$ cat config.mk
export PLATFORM = sky130hd
export DESIGN_NAME = mmu_walker
export DESIGN_NICKNAME = d
export VERILOG_FILES = /design/src/cpu_pkg.sv /design/src/mmu_walker.sv
export VERILOG_INCLUDE_DIRS = /design/src
export SDC_FILE = /design/constraint.sdc
export NUM_CORES = 1
export LEC_CHECK = 0
export BUFFER_PORTS_ARGS = -buffer_cell sky130_fd_sc_hd__buf_2
export CAP_MARGIN = 20
export CORE_MARGIN = 4
export CORE_UTILIZATION = 55
export DETAILED_ROUTE_END_ITERATION = 10
export PLACE_DENSITY = 0.87
export SLEW_MARGIN = 25
export SYNTH_ARGS = -nofsm -noshare
export SYNTH_HDL_FRONTEND = slang
export SYNTH_SLANG_ARGS = --single-unit
$ cat constraint.sdc
create_clock -name clka -period 6 [get_ports clka]
set_clock_uncertainty 0.15 [all_clocks]
set_input_delay 0.6 -clock clka [delete_from_list [all_inputs] [get_ports clka]]
set_output_delay 0.6 -clock clka [all_outputs]
set_load 0.01 [all_outputs]
$ cat src/cpu_config.svh
`ifndef CPU_CONFIG_SVH
`define CPU_CONFIG_SVH

// address and data widths
`define CPU_ADDR_W 10          // logical and physical word address
`define CPU_DATA_W 16          // one RAM word

// page geometry, 16 pages of 64 words
`define CPU_PAGE_W 6           // in-page offset bits
`define CPU_PAGE_NUM_W 4       // page number bits
`define CPU_NUM_PAGES 16       // physical pages in RAM

// register file
`define CPU_REG_NUM_W 4        // low bits of the register byte
`define CPU_NUM_REGS 16

// first instruction after run rises
`define CPU_START_PC 10'd0

`endif
$ cat src/cpu_pkg.sv
`default_nettype none
`include "cpu_config.svh"

package cpu_pkg;

  // instruction opcodes, upper byte of word 1
  typedef enum logic [7:0] {
    op_jmp       = 8'd1,
    op_ram2reg   = 8'd2,
    op_reg2ram   = 8'd3,
    op_num2reg   = 8'd4,
    op_reg_plus  = 8'd5,
    op_reg_minus = 8'd6,
    op_exit      = 8'd17   // anything not listed is a no-op
  } opcode_t;

  // control states, the _xlat ones wait for the mmu
  typedef enum logic [3:0] {
    st_idle,
    st_fetch1_xlat,
    st_fetch1,
    st_fetch2_xlat,
    st_fetch2,
    st_exec,
    st_read_xlat,
    st_read,
    st_write_xlat,
    st_write,
    st_retire,
    st_halted
  } core_state_t;

  typedef enum logic [1:0] {
    ws_idle,
    ws_walk,
    ws_alloc
  } walk_state_t;

  typedef struct packed {
    logic [`CPU_ADDR_W-1:0] addr;   // physical
    logic [`CPU_DATA_W-1:0] data;
  } load_req_t;

  typedef struct packed {
    logic [`CPU_ADDR_W-1:0]    pc;       // logical pc of word 1
    logic [7:0]                opcode;   // raw byte, unknown ones too
    logic [`CPU_REG_NUM_W-1:0] reg_idx;
    logic [`CPU_DATA_W-1:0]    result;
  } retire_t;

  typedef struct packed {
    logic [`CPU_PAGE_NUM_W-1:0] next;    // points to itself at chain end
    logic [`CPU_PAGE_NUM_W-1:0] lpage;
  } page_entry_t;

endpackage

`default_nettype wire

$ cat src/mmu_walker.sv
`timescale 1ns/1ps
`default_nettype none
`include "cpu_config.svh"

module mmu_walker (
  input  wire                         clka,
  input  wire                         rst,
  input  wire                         xlat_start,
  input  wire [`CPU_ADDR_W-1:0]       xlat_addr,
  output logic                        xlat_done,
  output logic [`CPU_ADDR_W-1:0]      phys_addr,
  output logic [`CPU_PAGE_NUM_W-1:0]  rd_index,
  input  wire cpu_pkg::page_entry_t   rd_entry,
  output logic                        alloc,
  output logic [`CPU_PAGE_NUM_W-1:0]  alloc_tail,
  output logic [`CPU_PAGE_NUM_W-1:0]  alloc_lpage,
  input  wire [`CPU_PAGE_NUM_W-1:0]   alloc_page
);

  cpu_pkg::walk_state_t       state;
  logic [`CPU_PAGE_NUM_W-1:0] req_lpage;    // page being looked up
  logic [`CPU_PAGE_W-1:0]     req_off;      // offset kept across the walk
  logic [`CPU_PAGE_NUM_W-1:0] cur_page;     // chain entry visited now
  logic [`CPU_PAGE_NUM_W-1:0] cache_lpage;  // last translation
  logic [`CPU_PAGE_NUM_W-1:0] cache_ppage;
  logic [`CPU_PAGE_NUM_W-1:0] start_lpage;

  assign start_lpage = xlat_addr[`CPU_ADDR_W-1:`CPU_PAGE_W];
  assign rd_index    = cur_page;
  assign alloc       = (state == cpu_pkg::ws_alloc);  // one cycle, table answers at once
  assign alloc_tail  = cur_page;                      // walk stopped at the tail
  assign alloc_lpage = req_lpage;

  always_ff @(posedge clka) begin
    if (!rst) begin
      state       <= cpu_pkg::ws_idle;
      xlat_done   <= 1'b0;
      cache_lpage <= '0;  // lpage 0 always sits in page 0
      cache_ppage <= '0;
    end else begin
      xlat_done <= 1'b0;  // strobe
      case (state)
        cpu_pkg::ws_idle: begin
          if (xlat_start) begin
            req_lpage <= start_lpage;
            req_off   <= xlat_addr[`CPU_PAGE_W-1:0];
            if (start_lpage == cache_lpage) begin
              xlat_done <= 1'b1;  // hit, done next cycle
              phys_addr <= {cache_ppage, xlat_addr[`CPU_PAGE_W-1:0]};
            end else begin
              cur_page <= '0;     // chain head
              state    <= cpu_pkg::ws_walk;
            end
          end
        end
        cpu_pkg::ws_walk: begin
          if (rd_entry.lpage == req_lpage) begin
            xlat_done   <= 1'b1;
            phys_addr   <= {cur_page, req_off};
            cache_lpage <= req_lpage;
            cache_ppage <= cur_page;
            state       <= cpu_pkg::ws_idle;
          end else if (rd_entry.next == cur_page) begin
            state <= cpu_pkg::ws_alloc;  // end of chain, page missing
          end else begin
            cur_page <= rd_entry.next;   // one entry per cycle
          end
        end
        cpu_pkg::ws_alloc: begin
          xlat_done   <= 1'b1;
          phys_addr   <= {alloc_page, req_off};
          cache_lpage <= req_lpage;
          cache_ppage <= alloc_page;
          state       <= cpu_pkg::ws_idle;
        end
        default: state <= cpu_pkg::ws_idle;
      endcase
    end
  end

endmodule

`default_nettype wire

==> flow_metrics.tcl <==
set metrics [dict create \
    synthCells 147 \
    power.density_mw_per_mm2 293 \
    switching_share 0.315 \
    portBuffers 48 \
    setup_violations 0 \
    leakage_nw 0.866 \
    yosysUniqueCellTypes 31 \
    status "completed" \
    final_max_slew_viol_count 0 \
    synth_area_leaders "edfxtp_1 (42%), dfxtp_1 (13%), mux2i_1 (5.3%), nand2_1 (5.3%), xor2_1 (4.1%)" \
    via_per_inst 5.59 \
    die_h_um 63.6 \
    ys_ff_latch 35 \
    post-place-ws_ps 3290 \
    die_w_um 63.6 \
    synth_top_area_cell "edfxtp_1" \
    rsz0062_at_grt "false" \
    nets 222 \
    hold_violations 0 \
    fp-row-count 19 \
    path_class "reg -> reg" \
    worstSkewPairLatency_ps 330 \
    cts_buffer_depth 2 \
    crit_chain "xor2_1, o41a_1, a2111oi_4" \
    cts_tree "done" \
    drtIter0Drc 58 \
    synthArstFlopShare 0 \
    grt_remaining_overflow 0 \
    yosys.area.top_type_share 0.424 \
    dp.cells 217 \
    end_kind "register" \
    slowest_delay_ps 730 \
    muxShareOfSynthArea 0.0926 \
    grt_pass1_wl_mm 5.80 \
    dpl.hpwl_mm 2.66 \
    synth_compound_area_frac 0.112 \
    grt_max_degree 21 \
    synth-xor-area-share 0.0618 \
    post_cts_buffers 0 \
    clk_pin_slew_worst_paths_ps 100 \
    grt_usage 0.185 \
    first_global_vias 1282 \
    ys_top_cells_by_count "edfxtp_1 (24), nand2_1 (24), dfxtp_1 (11)" \
    start_util 0.596 \
    stdcell_count 225 \
    gp_congestion 0.774 \
    critPathSlowestCell "a2111oi_4" \
    synth_flop_cell "edfxtp_1" \
    drcViolationCount 0 \
    clockRootBuffer "clkbuf_4" \
    timing.final.crit_period_ps 2410 \
    crit_required_ps 5830 \
    synth_area_sq_mm 0.00170 \
    worstPathArrival_ps 2240 \
    pwr-share-seq 0.517 \
    synth_top_family_by_area "compound AO/OA/AOI/OAI gates" \
    postRouteAntennaNets 0 \
    cts_inserted_buffers 5 \
    placed_area_sq_mm 0.00195 \
    critPathLaunchType "register" \
    holdCritPathClass "in -> reg" \
    p_int_w 0.000403 \
    avgSynthCellArea_sq_um 11.6 \
    relSlewSlack 0.510 \
    r2r_start "alloc_lpage[1]" \
    final_area_sq_mm 0.00201 \
    switchingPower_w 0.000185 \
    synth-simple-area-share 0.101 \
    ys_seq_area_frac 0.553 \
    tightest_slew_ps 735 \
    pwr-share-comb 0.276 \
    htreeDepth 2 \
    io_pins 49 \
    core_area_sq_mm 0.00285 \
    die_area_sq_mm 0.00405 \
    fin_crit_sh 0.402 \
    wl_mm 3.48 \
    grt_antenna_before_repair 0 \
    synth_fa_ha_area_frac 0.0294 \
    peakVddDrop_v 0.000190 \
    cp-startpoint "alloc_lpage[1]" \
    drt-pass1-iter-count 4 \
    max_clock_freq_mhz 414 \
    antennaDiodeCount 0 \
    fillCellCount 217 \
    min_from "xlat_addr[0]" \
    final_util 0.704 \
    cts_hold_buf 0 \
    wire_per_inst_um 15.5 \
    cp_max_fo 10 \
    synth_warnings 0 \
    p_clk_frac 0.207 \
    cts_sinks 35 \
    cts_resized 0 \
    drive_gt1_frac 0.335 \
    setup_tns_ps 0 \
    syn_to_final_growth_pct 17.9 \
    syn_nets 176 \
    maxCapViolCount 0 \
    setup_slack_ps 3590 \
    via_count 1258 \
    synth_edf_count 24 \
]
-- power by group through the flow --
stage                     clock network [W]  logic (W)  registers [W]
after detailed placement                  0   0.000161       0.000310
after global placement                    0   0.000152       0.000308
after floorplan                           0   0.000106       0.000316
after CTS                          0.000125   0.000162       0.000304
final                              0.000122   0.000162       0.000304
after global routing               0.000137   0.000179       0.000308
-- through the flow --
stage	total power, W	hold slack, ps
detailed placement	0.000471	316
global placement	0.000461	296
floorplan	0.000421	288
CTS	0.000592	291
finish	0.000588	304
global route	0.000623	283
-- metal layers --
metal	track usage	wire, um	up-vias
li1	-	-	612
met1	0.208	1390	595
met2	0.326	1810	46
met3	0.0533	248	5
met4	0.0782	35	0
met5	0	0	-
-- placed cells by master (no fill, tap or decap), drive strengths merged --
cell type / count
a2111oi: 2
a211oi: 2
a21oi: 6
a22o: 1
a22oi: 4
a31oi: 1
and2: 5
and3: 1
buf: 49
clkbuf: 6
clkinv: 1
clkinvlp: 1
dfxtp: 11
edfxtp: 24
ha: 4
inv: 9
mux2: 4
mux2i: 10
nand2: 24
nand4: 1
nor2: 5
nor4: 2
o221a: 1
o22ai: 6
o41a: 1
o41ai: 1
xnor2: 4
xor2: 8
-- path summary, 6_finish.rpt --
check	endpoint	slack (ps)	depth (start not counted)
min reg2reg	cache_ppage[1]	330	2
min	req_off[0]	300	1
max	phys_addr[8]	3590	3
max reg2reg	phys_addr[8]	3590	3
-- worst max-delay path, delay by kind of cell (launching register included) --
family                    cells  cell delay, ps
AOI/OAI and AO/OA             2            1250
xor gates and xnor gates      1             210
DFF                           1             450
-- sequential cells by signal, indices dropped and copies added, names as in the netlist --
signal,flops
phys_addr,10
state,2
cache_ppage,4
xlat_done,1
cache_lpage,4
alloc_tail,4
alloc_lpage,4
req_off,6
-- cells by family after synthesis --
logic type,Yosys count
AOI/OAI and AO/OA,25
muxes,14
xor gates and xnor gates,12
adders and majority gates,4
and+or+nand+nor,38
buffers and inverters,19
DFF,35
-- cell type report --
class | instances | area, sq um | area share
Sequential cell | 35 | 941 | 0.469
Multi-Input combinational cell | 93 | 692 | 0.345
Inverter | 9 | 33.8 | 0.0168
Tap cell | 31 | 38.8 | 0.0193
Timing Repair Buffer | 49 | 248 | 0.123
Clock buffer | 6 | 41.3 | 0.0206
Clock inverter | 2 | 12.5 | 0.00623
Power figures use the tool's default switching activity.
