===== config.mk =====
export PLATFORM = sky130hd
export DESIGN_NAME = mmu_page_table
export DESIGN_NICKNAME = d
export VERILOG_FILES = /design/src/cpu_pkg.sv /design/src/mmu_page_table.sv
export VERILOG_INCLUDE_DIRS = /design/src
export SDC_FILE = /design/constraint.sdc
export NUM_CORES = 1
export LEC_CHECK = 0
export BUFFER_PORTS_ARGS = -buffer_cell sky130_fd_sc_hd__buf_2
export CORE_MARGIN = 1.5
export CORE_UTILIZATION = 56
export DETAILED_ROUTE_END_ITERATION = 12
export PLACE_DENSITY = 0.78
export SLEW_MARGIN = 25
export SYNTH_ARGS = -nofsm -noshare
export SYNTH_HDL_FRONTEND = slang
export SYNTH_SLANG_ARGS = --single-unit

===== constraint.sdc =====
create_clock -name clka -period 2.36 [get_ports clka]
set_input_delay 0.354 -clock clka [delete_from_list [all_inputs] [get_ports clka]]
set_output_delay 0.354 -clock clka [all_outputs]
set_load 0.05 [all_outputs]

===== src/cpu_config.svh =====
`ifndef CPU_CONFIG_SVH
`define CPU_CONFIG_SVH

// address and data widths
`define CPU_ADDR_W 10          // logical and physical word address
`define CPU_DATA_W 16          // one RAM word

// page geometry, 16 pages of 64 words
`define CPU_PAGE_W 6           // in-page offset bits
`define CPU_PAGE_NUM_W 4       // page number bits
`define CPU_NUM_PAGES 16       // physical pages in RAM

// register file
`define CPU_REG_NUM_W 4        // low bits of the register byte
`define CPU_NUM_REGS 16

// first instruction after run rises
`define CPU_START_PC 10'd0

`endif

===== src/cpu_pkg.sv =====
`default_nettype none
`include "cpu_config.svh"

package cpu_pkg;

  // instruction opcodes, upper byte of word 1
  typedef enum logic [7:0] {
    op_jmp       = 8'd1,
    op_ram2reg   = 8'd2,
    op_reg2ram   = 8'd3,
    op_num2reg   = 8'd4,
    op_reg_plus  = 8'd5,
    op_reg_minus = 8'd6,
    op_exit      = 8'd17   // anything not listed is a no-op
  } opcode_t;

  // control states, the _xlat ones wait for the mmu
  typedef enum logic [3:0] {
    st_idle,
    st_fetch1_xlat,
    st_fetch1,
    st_fetch2_xlat,
    st_fetch2,
    st_exec,
    st_read_xlat,
    st_read,
    st_write_xlat,
    st_write,
    st_retire,
    st_halted
  } core_state_t;

  typedef enum logic [1:0] {
    ws_idle,
    ws_walk,
    ws_alloc
  } walk_state_t;

  typedef struct packed {
    logic [`CPU_ADDR_W-1:0] addr;   // physical
    logic [`CPU_DATA_W-1:0] data;
  } load_req_t;

  typedef struct packed {
    logic [`CPU_ADDR_W-1:0]    pc;       // logical pc of word 1
    logic [7:0]                opcode;   // raw byte, unknown ones too
    logic [`CPU_REG_NUM_W-1:0] reg_idx;
    logic [`CPU_DATA_W-1:0]    result;
  } retire_t;

  typedef struct packed {
    logic [`CPU_PAGE_NUM_W-1:0] next;    // points to itself at chain end
    logic [`CPU_PAGE_NUM_W-1:0] lpage;
  } page_entry_t;

endpackage

`default_nettype wire


===== src/mmu_page_table.sv =====
`timescale 1ns/1ps
`default_nettype none
`include "cpu_config.svh"

module mmu_page_table (
  input  wire                         clka,
  input  wire                         rst,
  input  wire [`CPU_PAGE_NUM_W-1:0]   rd_index,
  output cpu_pkg::page_entry_t        rd_entry,
  input  wire                         alloc,
  input  wire [`CPU_PAGE_NUM_W-1:0]   alloc_tail,
  input  wire [`CPU_PAGE_NUM_W-1:0]   alloc_lpage,
  output logic [`CPU_PAGE_NUM_W-1:0]  alloc_page
);

  cpu_pkg::page_entry_t       chain [`CPU_NUM_PAGES];  // one entry per physical page
  logic [`CPU_PAGE_NUM_W-1:0] next_free;               // lowest never-used page

  assign rd_entry   = chain[rd_index];  // walker reads combinationally
  assign alloc_page = next_free;        // page handed out this cycle

  always_ff @(posedge clka) begin
    if (!rst) begin
      // every page a lone end, page 0 holds lpage 0
      for (int p = 0; p < `CPU_NUM_PAGES; p++) begin
        chain[p] <= '{next: `CPU_PAGE_NUM_W'(p), lpage: '0};
      end
      next_free <= `CPU_PAGE_NUM_W'(1);
    end else if (alloc) begin
      chain[alloc_tail].next <= next_free;                          // link old tail
      chain[next_free]       <= '{next: next_free, lpage: alloc_lpage}; // new end
      next_free              <= next_free + 1'b1;
    end
  end

endmodule

`default_nettype wire


==> results.yml, run 1 <==
critical_path:
  slowest_delay_ns: 0.52
  critical-path-slowest-cell: "mux4_1"
  r2r_setup_slack_ns: 0.28
  path_max_fanout: 1
  r2r_end: "chain[2][7]"
  endpoint_kind: "primary output"
  cp.depth: 4
  reg2reg_from: "alloc_page[0]"
  cp.required_ns: 2.01
  path_cells: "mux4_1 > a22oi_1 > nand2_1 > buf_2"
  critPathLaunchType: "register"
  crit_arrival_ns: 1.96
  worst-path-buf-inv: 1
  timing_worst_setup_path_type: "register to primary output"
  cp_top_family: "multiplexers"
  rr_worst_depth: 4
yosys:
  synth_xor_xnor_area_share_pct: 0.406
  syn_inst: 456
  synthSimpleGateAreaFrac_pct: 17.4
  synth_top_area_share_pct: 59.4
  synth_top_family_by_area: "simple AND/OR/NAND/NOR gates"
  synth_cell_types: 37
  syn_nets: 475
  synth-edff-count: 128
  synth_area_leaders: "edfxtp_1 59%, mux4_1 7.3%, and2_1 6.6%"
  syn_avg_cell_area_um2: 14.2
  ys_async_sr_fraction_pct: 0
  ys.flop_type: "edfxtp_1"
  seq_area_frac_synth_pct: 60.7
  syn_area_um2: 6470
  synth_top_cell_by_area: "edfxtp_1"
  synth-seq-cells: 132
  synth-compound-area-share_pct: 4.88
  yosysWarnings: 0
  synth_fa_ha_area_share_pct: 0.774
  synth.mux.area_fraction_pct: 12.3
cts:
  htree_num_levels: 4
  clock_sinks: 132
  clk_path_buf_depth: 2
  cts_tree: "built"
  root_buffer: "clkbuf_16"
  cts_hold_buf: 0
  post_cts_resized: 0
  clk_latency_ns: 0.41
  cts_inserted_buffers: 17
  path_clk_slew_ns: 0.05
  cts_setup_buffers: 0
timing:
  hold_viol_final: 0
  finalSetupViolCount: 0
  finClkSkew_ns: 0.00798
  slew_headroom_pct: 54.0
  rsz0062_at_grt: "false"
  fin_crit_ns: 2.31
  tns_ns: 0
  layout_worst_path_cycle_share_pct: 98.0
  fin_hold_ws_ns: 0.320
  tightest_slew_ns: 0.688
  fmax_ghz: 0.432
  slew_violations: 0
global_route:
  grt_max_degree: 25
  grt_pass1_vias: 3914
  grtUsageTotal_pct: 24.6
  grt-ovfl-total: 0
  antenna_found_initial: 0
  grt_pass1_wl_um: 22400
outcome:
  status: "finished clean"
cells_and_area:
  num_antenna_cells: 0
  fill_cells: 781
  nNetsFinal: 495
  final_cells: 632
  layout-drive-gt1-share_pct: 18.8
  fin_util_pct: 64.3
  layout_common_cells: "128 x edfxtp_1, 68 x and2_1, 28 x nand2_1"
  final_common_cell: "edfxtp_1"
  area_delta_synth_final_pct: 12.5
route:
  wire_per_inst_um: 22.7
  postRouteAntennaNets: 0
  dr.pass1.iters: 8
  drt_iter0_drc: 440
  via_count: 3959
  avgViaCountPerCell: 6.26
  drc_errors: 0
  wirelength_um: 14400
job:
  drv_cap: 0
floorplan:
  dieHeight_um: 110
  initial_core_util_pct: 57.1
  die-area_um2: 12200
  dieWidth_um: 110
  coreArea_um2: 11300
  io_pins: 27
  fp-row-count: 39
place:
  port_buffers: 26
  place.gp.congestion: 0.857
  detailed_place_hpwl_um: 9800
  placed_cells: 600
hold_path:
  min_from: "alloc"
  worstHoldEndpoint: "alloc_page[0]"
  hold_path_depth: 3
  hp-class: "input port to register"
pwr:
  finalPower_w: 0.00570
  leakagePower_nw: 2.67
  ir_drop_v: 0.000459
  powerDensity_nw_per_um2: 783
-- logic make-up after synthesis --
kind of cell	after synthesis
AOI/OAI and AO/OA	48
xor gates and xnor gates	3
adders and majority gates	4
buffers and inverters	46
DFF	132
muxes	33
and+or+nand+nor	190
-- power breakdown --
group          leakage, nW  switching [W]  internal [W]
logic                 1.13       0.000335      0.000174
registers             1.26      0.0000404       0.00266
clock network        0.276       0.000887       0.00160
total                 2.67        0.00126       0.00444
-- flip-flops by register name, indices dropped and copies added (netlist names) --
| name | cells |
|---|---|
| chain | 128 |
| alloc_page | 4 |
-- worst max-delay path by stage --
stage	start	endpoint	slack, ns
after detailed placement	rd_index[0]	rd_entry[7]	0.15
final	chain[1][7]	rd_entry[7]	0.05
after CTS	chain[1][7]	rd_entry[7]	0.07
after global placement	rst	chain[0][6]	0.19
after global routing	chain[5][7]	rd_entry[7]	0.004
after floorplan	alloc_page[1]	chain[4][4]	0.01
-- synthesized netlist by cell type (4+ instances only) --
library cell and n:
nor3_1 11, or3b_1 9, nand2_1 28, buf_2 4
dfxtp_1 4, or3b_2 6, edfxtp_1 128, and2_1 68
o21a_1 14, nor2_1 15, nor4_1 6, a22oi_1 16
and3_1 16, clkbuf_1 29, nand2b_1 17, ha_1 4
buf_6 4, mux4_1 18, mux4_2 14, o21ai_0 16
-- per-stage QoR --
stage	setup WS (ns)	area (um^2)
after floorplan	0.0129	6470
after global placement	0.194	6720
after global routing	0.00384	7280
after detailed placement	0.154	6720
final	0.0468	7280
after CTS	0.0710	7280
-- worst register-to-register path, delay by kind of cell, from the launching register on --
kind                     cells  cell delay [ns]
adder cells (fa/ha/maj)      1             0.26
flip-flops                   1             0.53
buffers and inverters        1             0.20
AND/OR/NAND/NOR              2             0.82
-- area by class of cell --
| cell class | instances | area [um^2] | area share [%] |
|---|---|---|---|
| multi-input combinational | 278 | 2310 | 31.8 |
| inverter | 4 | 15.0 | 0.206 |
| timing repair buffer | 43 | 283 | 3.89 |
| tap | 143 | 179 | 2.46 |
| clock inverter | 6 | 80.1 | 1.10 |
| clock buffer | 26 | 479 | 6.59 |
| sequential | 132 | 3930 | 54.0 |
-- per-layer routing --
metal	track usage (%)	vias up	wire length, um
li1	-	1764	-
met3	5.65	27	1390
met1	33.7	1925	5620
met2	39.2	243	7040
met4	8.38	0	311
met5	0	-	0
(Power assumes the default switching activity.)
==> run 2: changes to the inputs <==
--- a/config.mk
+++ b/config.mk
@@ -9,8 +9,9 @@
 export BUFFER_PORTS_ARGS = -buffer_cell sky130_fd_sc_hd__buf_2
 export CORE_MARGIN = 1.5
 export CORE_UTILIZATION = 56
+export CTS_BUF_LIST = sky130_fd_sc_hd__clkbuf_8 sky130_fd_sc_hd__clkbuf_16
 export DETAILED_ROUTE_END_ITERATION = 12
-export PLACE_DENSITY = 0.78
+export PLACE_DENSITY = 0.73
 export SLEW_MARGIN = 25
 export SYNTH_ARGS = -nofsm -noshare
 export SYNTH_HDL_FRONTEND = slang
==> results.yml, run 2 (synthesis gave the netlist of run 1 again) <==
timing:
  layout_worst_path_cycle_share_pct: 95.4
  worst_slack_ns: 0.108
  finalSetupViolCount: 0
  hold_viol_final: 0
  finClkSkew_ns: 0.00747
  slew_headroom_pct: 57.8
  tightest_slew_ns: 0.632
  fmax_ghz: 0.444
  tns_ns: 0
  slew_violations: 0
  fin_crit_ns: 2.25
  rsz0062_at_grt: "false"
pwr:
  ir_drop_v: 0.000511
  leakagePower_nw: 2.71
  powerDensity_nw_per_um2: 774
critical_path:
  cp_top_family: "multiplexers"
  worst-path-buf-inv: 1
  critPathLaunchType: "register"
  rr_worst_depth: 4
  critical-path-slowest-cell: "mux4_1"
  timing_worst_setup_path_type: "register to primary output"
  slowest_delay_ns: 0.51
  path_cells: "mux4_1 > a22oi_1 > nand2_1 > buf_2"
  path_max_fanout: 1
  crit_arrival_ns: 1.90
  endpoint_kind: "primary output"
  cp.required_ns: 2.01
  cp.depth: 4
cts:
  path_clk_slew_ns: 0.06
  cts_hold_buf: 0
  clk_path_buf_depth: 2
  clock_sinks: 132
  root_buffer: "clkbuf_16"
  cts_setup_buffers: 0
  clk_latency_ns: 0.42
  post_cts_resized: 0
  htree_num_levels: 4
  cts_tree: "built"
  cts_inserted_buffers: 17
route:
  via_count: 4014
  wire_per_inst_um: 22.7
  postRouteAntennaNets: 0
  avgViaCountPerCell: 6.33
  dr.pass1.iters: 6
  drt_iter0_drc: 334
  wirelength_um: 14400
  drc_errors: 0
job:
  drv_cap: 0
outcome:
  status: "finished clean"
floorplan:
  die-area_um2: 12200
  dieHeight_um: 110
  dieWidth_um: 110
  initial_core_util_pct: 57.1
  fp-row-count: 39
  io_pins: 27
  coreArea_um2: 11300
global_route:
  grt_max_degree: 33
  antenna_found_initial: 0
  grtUsageTotal_pct: 24.9
  grt_pass1_wl_um: 22600
  grt_pass1_vias: 4050
  grt-ovfl-total: 0
hold_path:
  hold_path_depth: 3
  hp-class: "input port to register"
cells_and_area:
  area_delta_synth_final_pct: 12.6
  final_common_cell: "edfxtp_1"
  largest_register: "chain"
  largest_register_ffs: 128
  fill_cells: 818
  layout-drive-gt1-share_pct: 18.9
  num_antenna_cells: 0
  nNetsFinal: 497
  layout_common_cells: "128 x edfxtp_1, 68 x and2_1, 28 x nand2_1"
place:
  port_buffers: 26
  place.gp.congestion: 0.853
  detailed_place_hpwl_um: 9840
  pre_cts_ws_ns: 0.179
-- run 2: cell type report --
class                      count  area [um^2]  area share [%]
sequential                   132         3930            53.9
inverter                       4         15.0           0.206
clock inverter                15          115            1.58
timing repair buffer          45          310            4.26
multi-input combinational    278         2310            31.8
clock buffer                  17          425            5.84
tap                          143          179            2.46
-- run 2: stage by stage --
| stage | total power [W] | instances | cell area [um^2] | hold slack, ns | util (%) |
|---|---|---|---|---|---|
| 6_report | 0.00564 | 634 | 7280 | 0.324 | 64.3 |
| 5_1_grt | 0.00578 | 634 | 7280 | 0.346 | 64.3 |
| 4_1_cts | 0.00564 | 634 | 7280 | 0.311 | 64.3 |
| 3_5_place_dp | 0.00325 | 602 | 6740 | 0.671 | 59.6 |
| 3_3_place_gp | 0.00324 | 602 | 6740 | 0.633 | 59.6 |
| 2_1_floorplan | 0.00308 | 456 | 6470 | 0.552 | - |
-- run 2: power breakdown --
group	internal [W]	switching, W
Combinational	0.000179	0.000340
Clock	0.00151	0.000917
Sequential	0.00266	0.0000328
-- run 2: path summary, 6_finish.rpt --
path,start,end,slack (ns)
hold reg to reg,alloc_page[2],alloc_page[2],0.68
setup / recovery,chain[1][7],rd_entry[7],0.11
hold / removal,alloc,alloc_page[0],0.32
setup reg to reg,alloc_page[0],chain[3][5],0.48
-- run 2: routing by layer --
layer  wire, um  vias up  global-route usage (%)
met3       1180       25                    6.20
met1       5890     2014                    34.2
met5          0        -                       0
met2       7100      207                    39.2
li1           -     1768                       -
met4        240        0                    9.06
-- run 2: tightest hold or removal path: stages --
cell and delay [ns]:
buf_2 0.20, xnor2_1 0.10, nand2_1 0.06
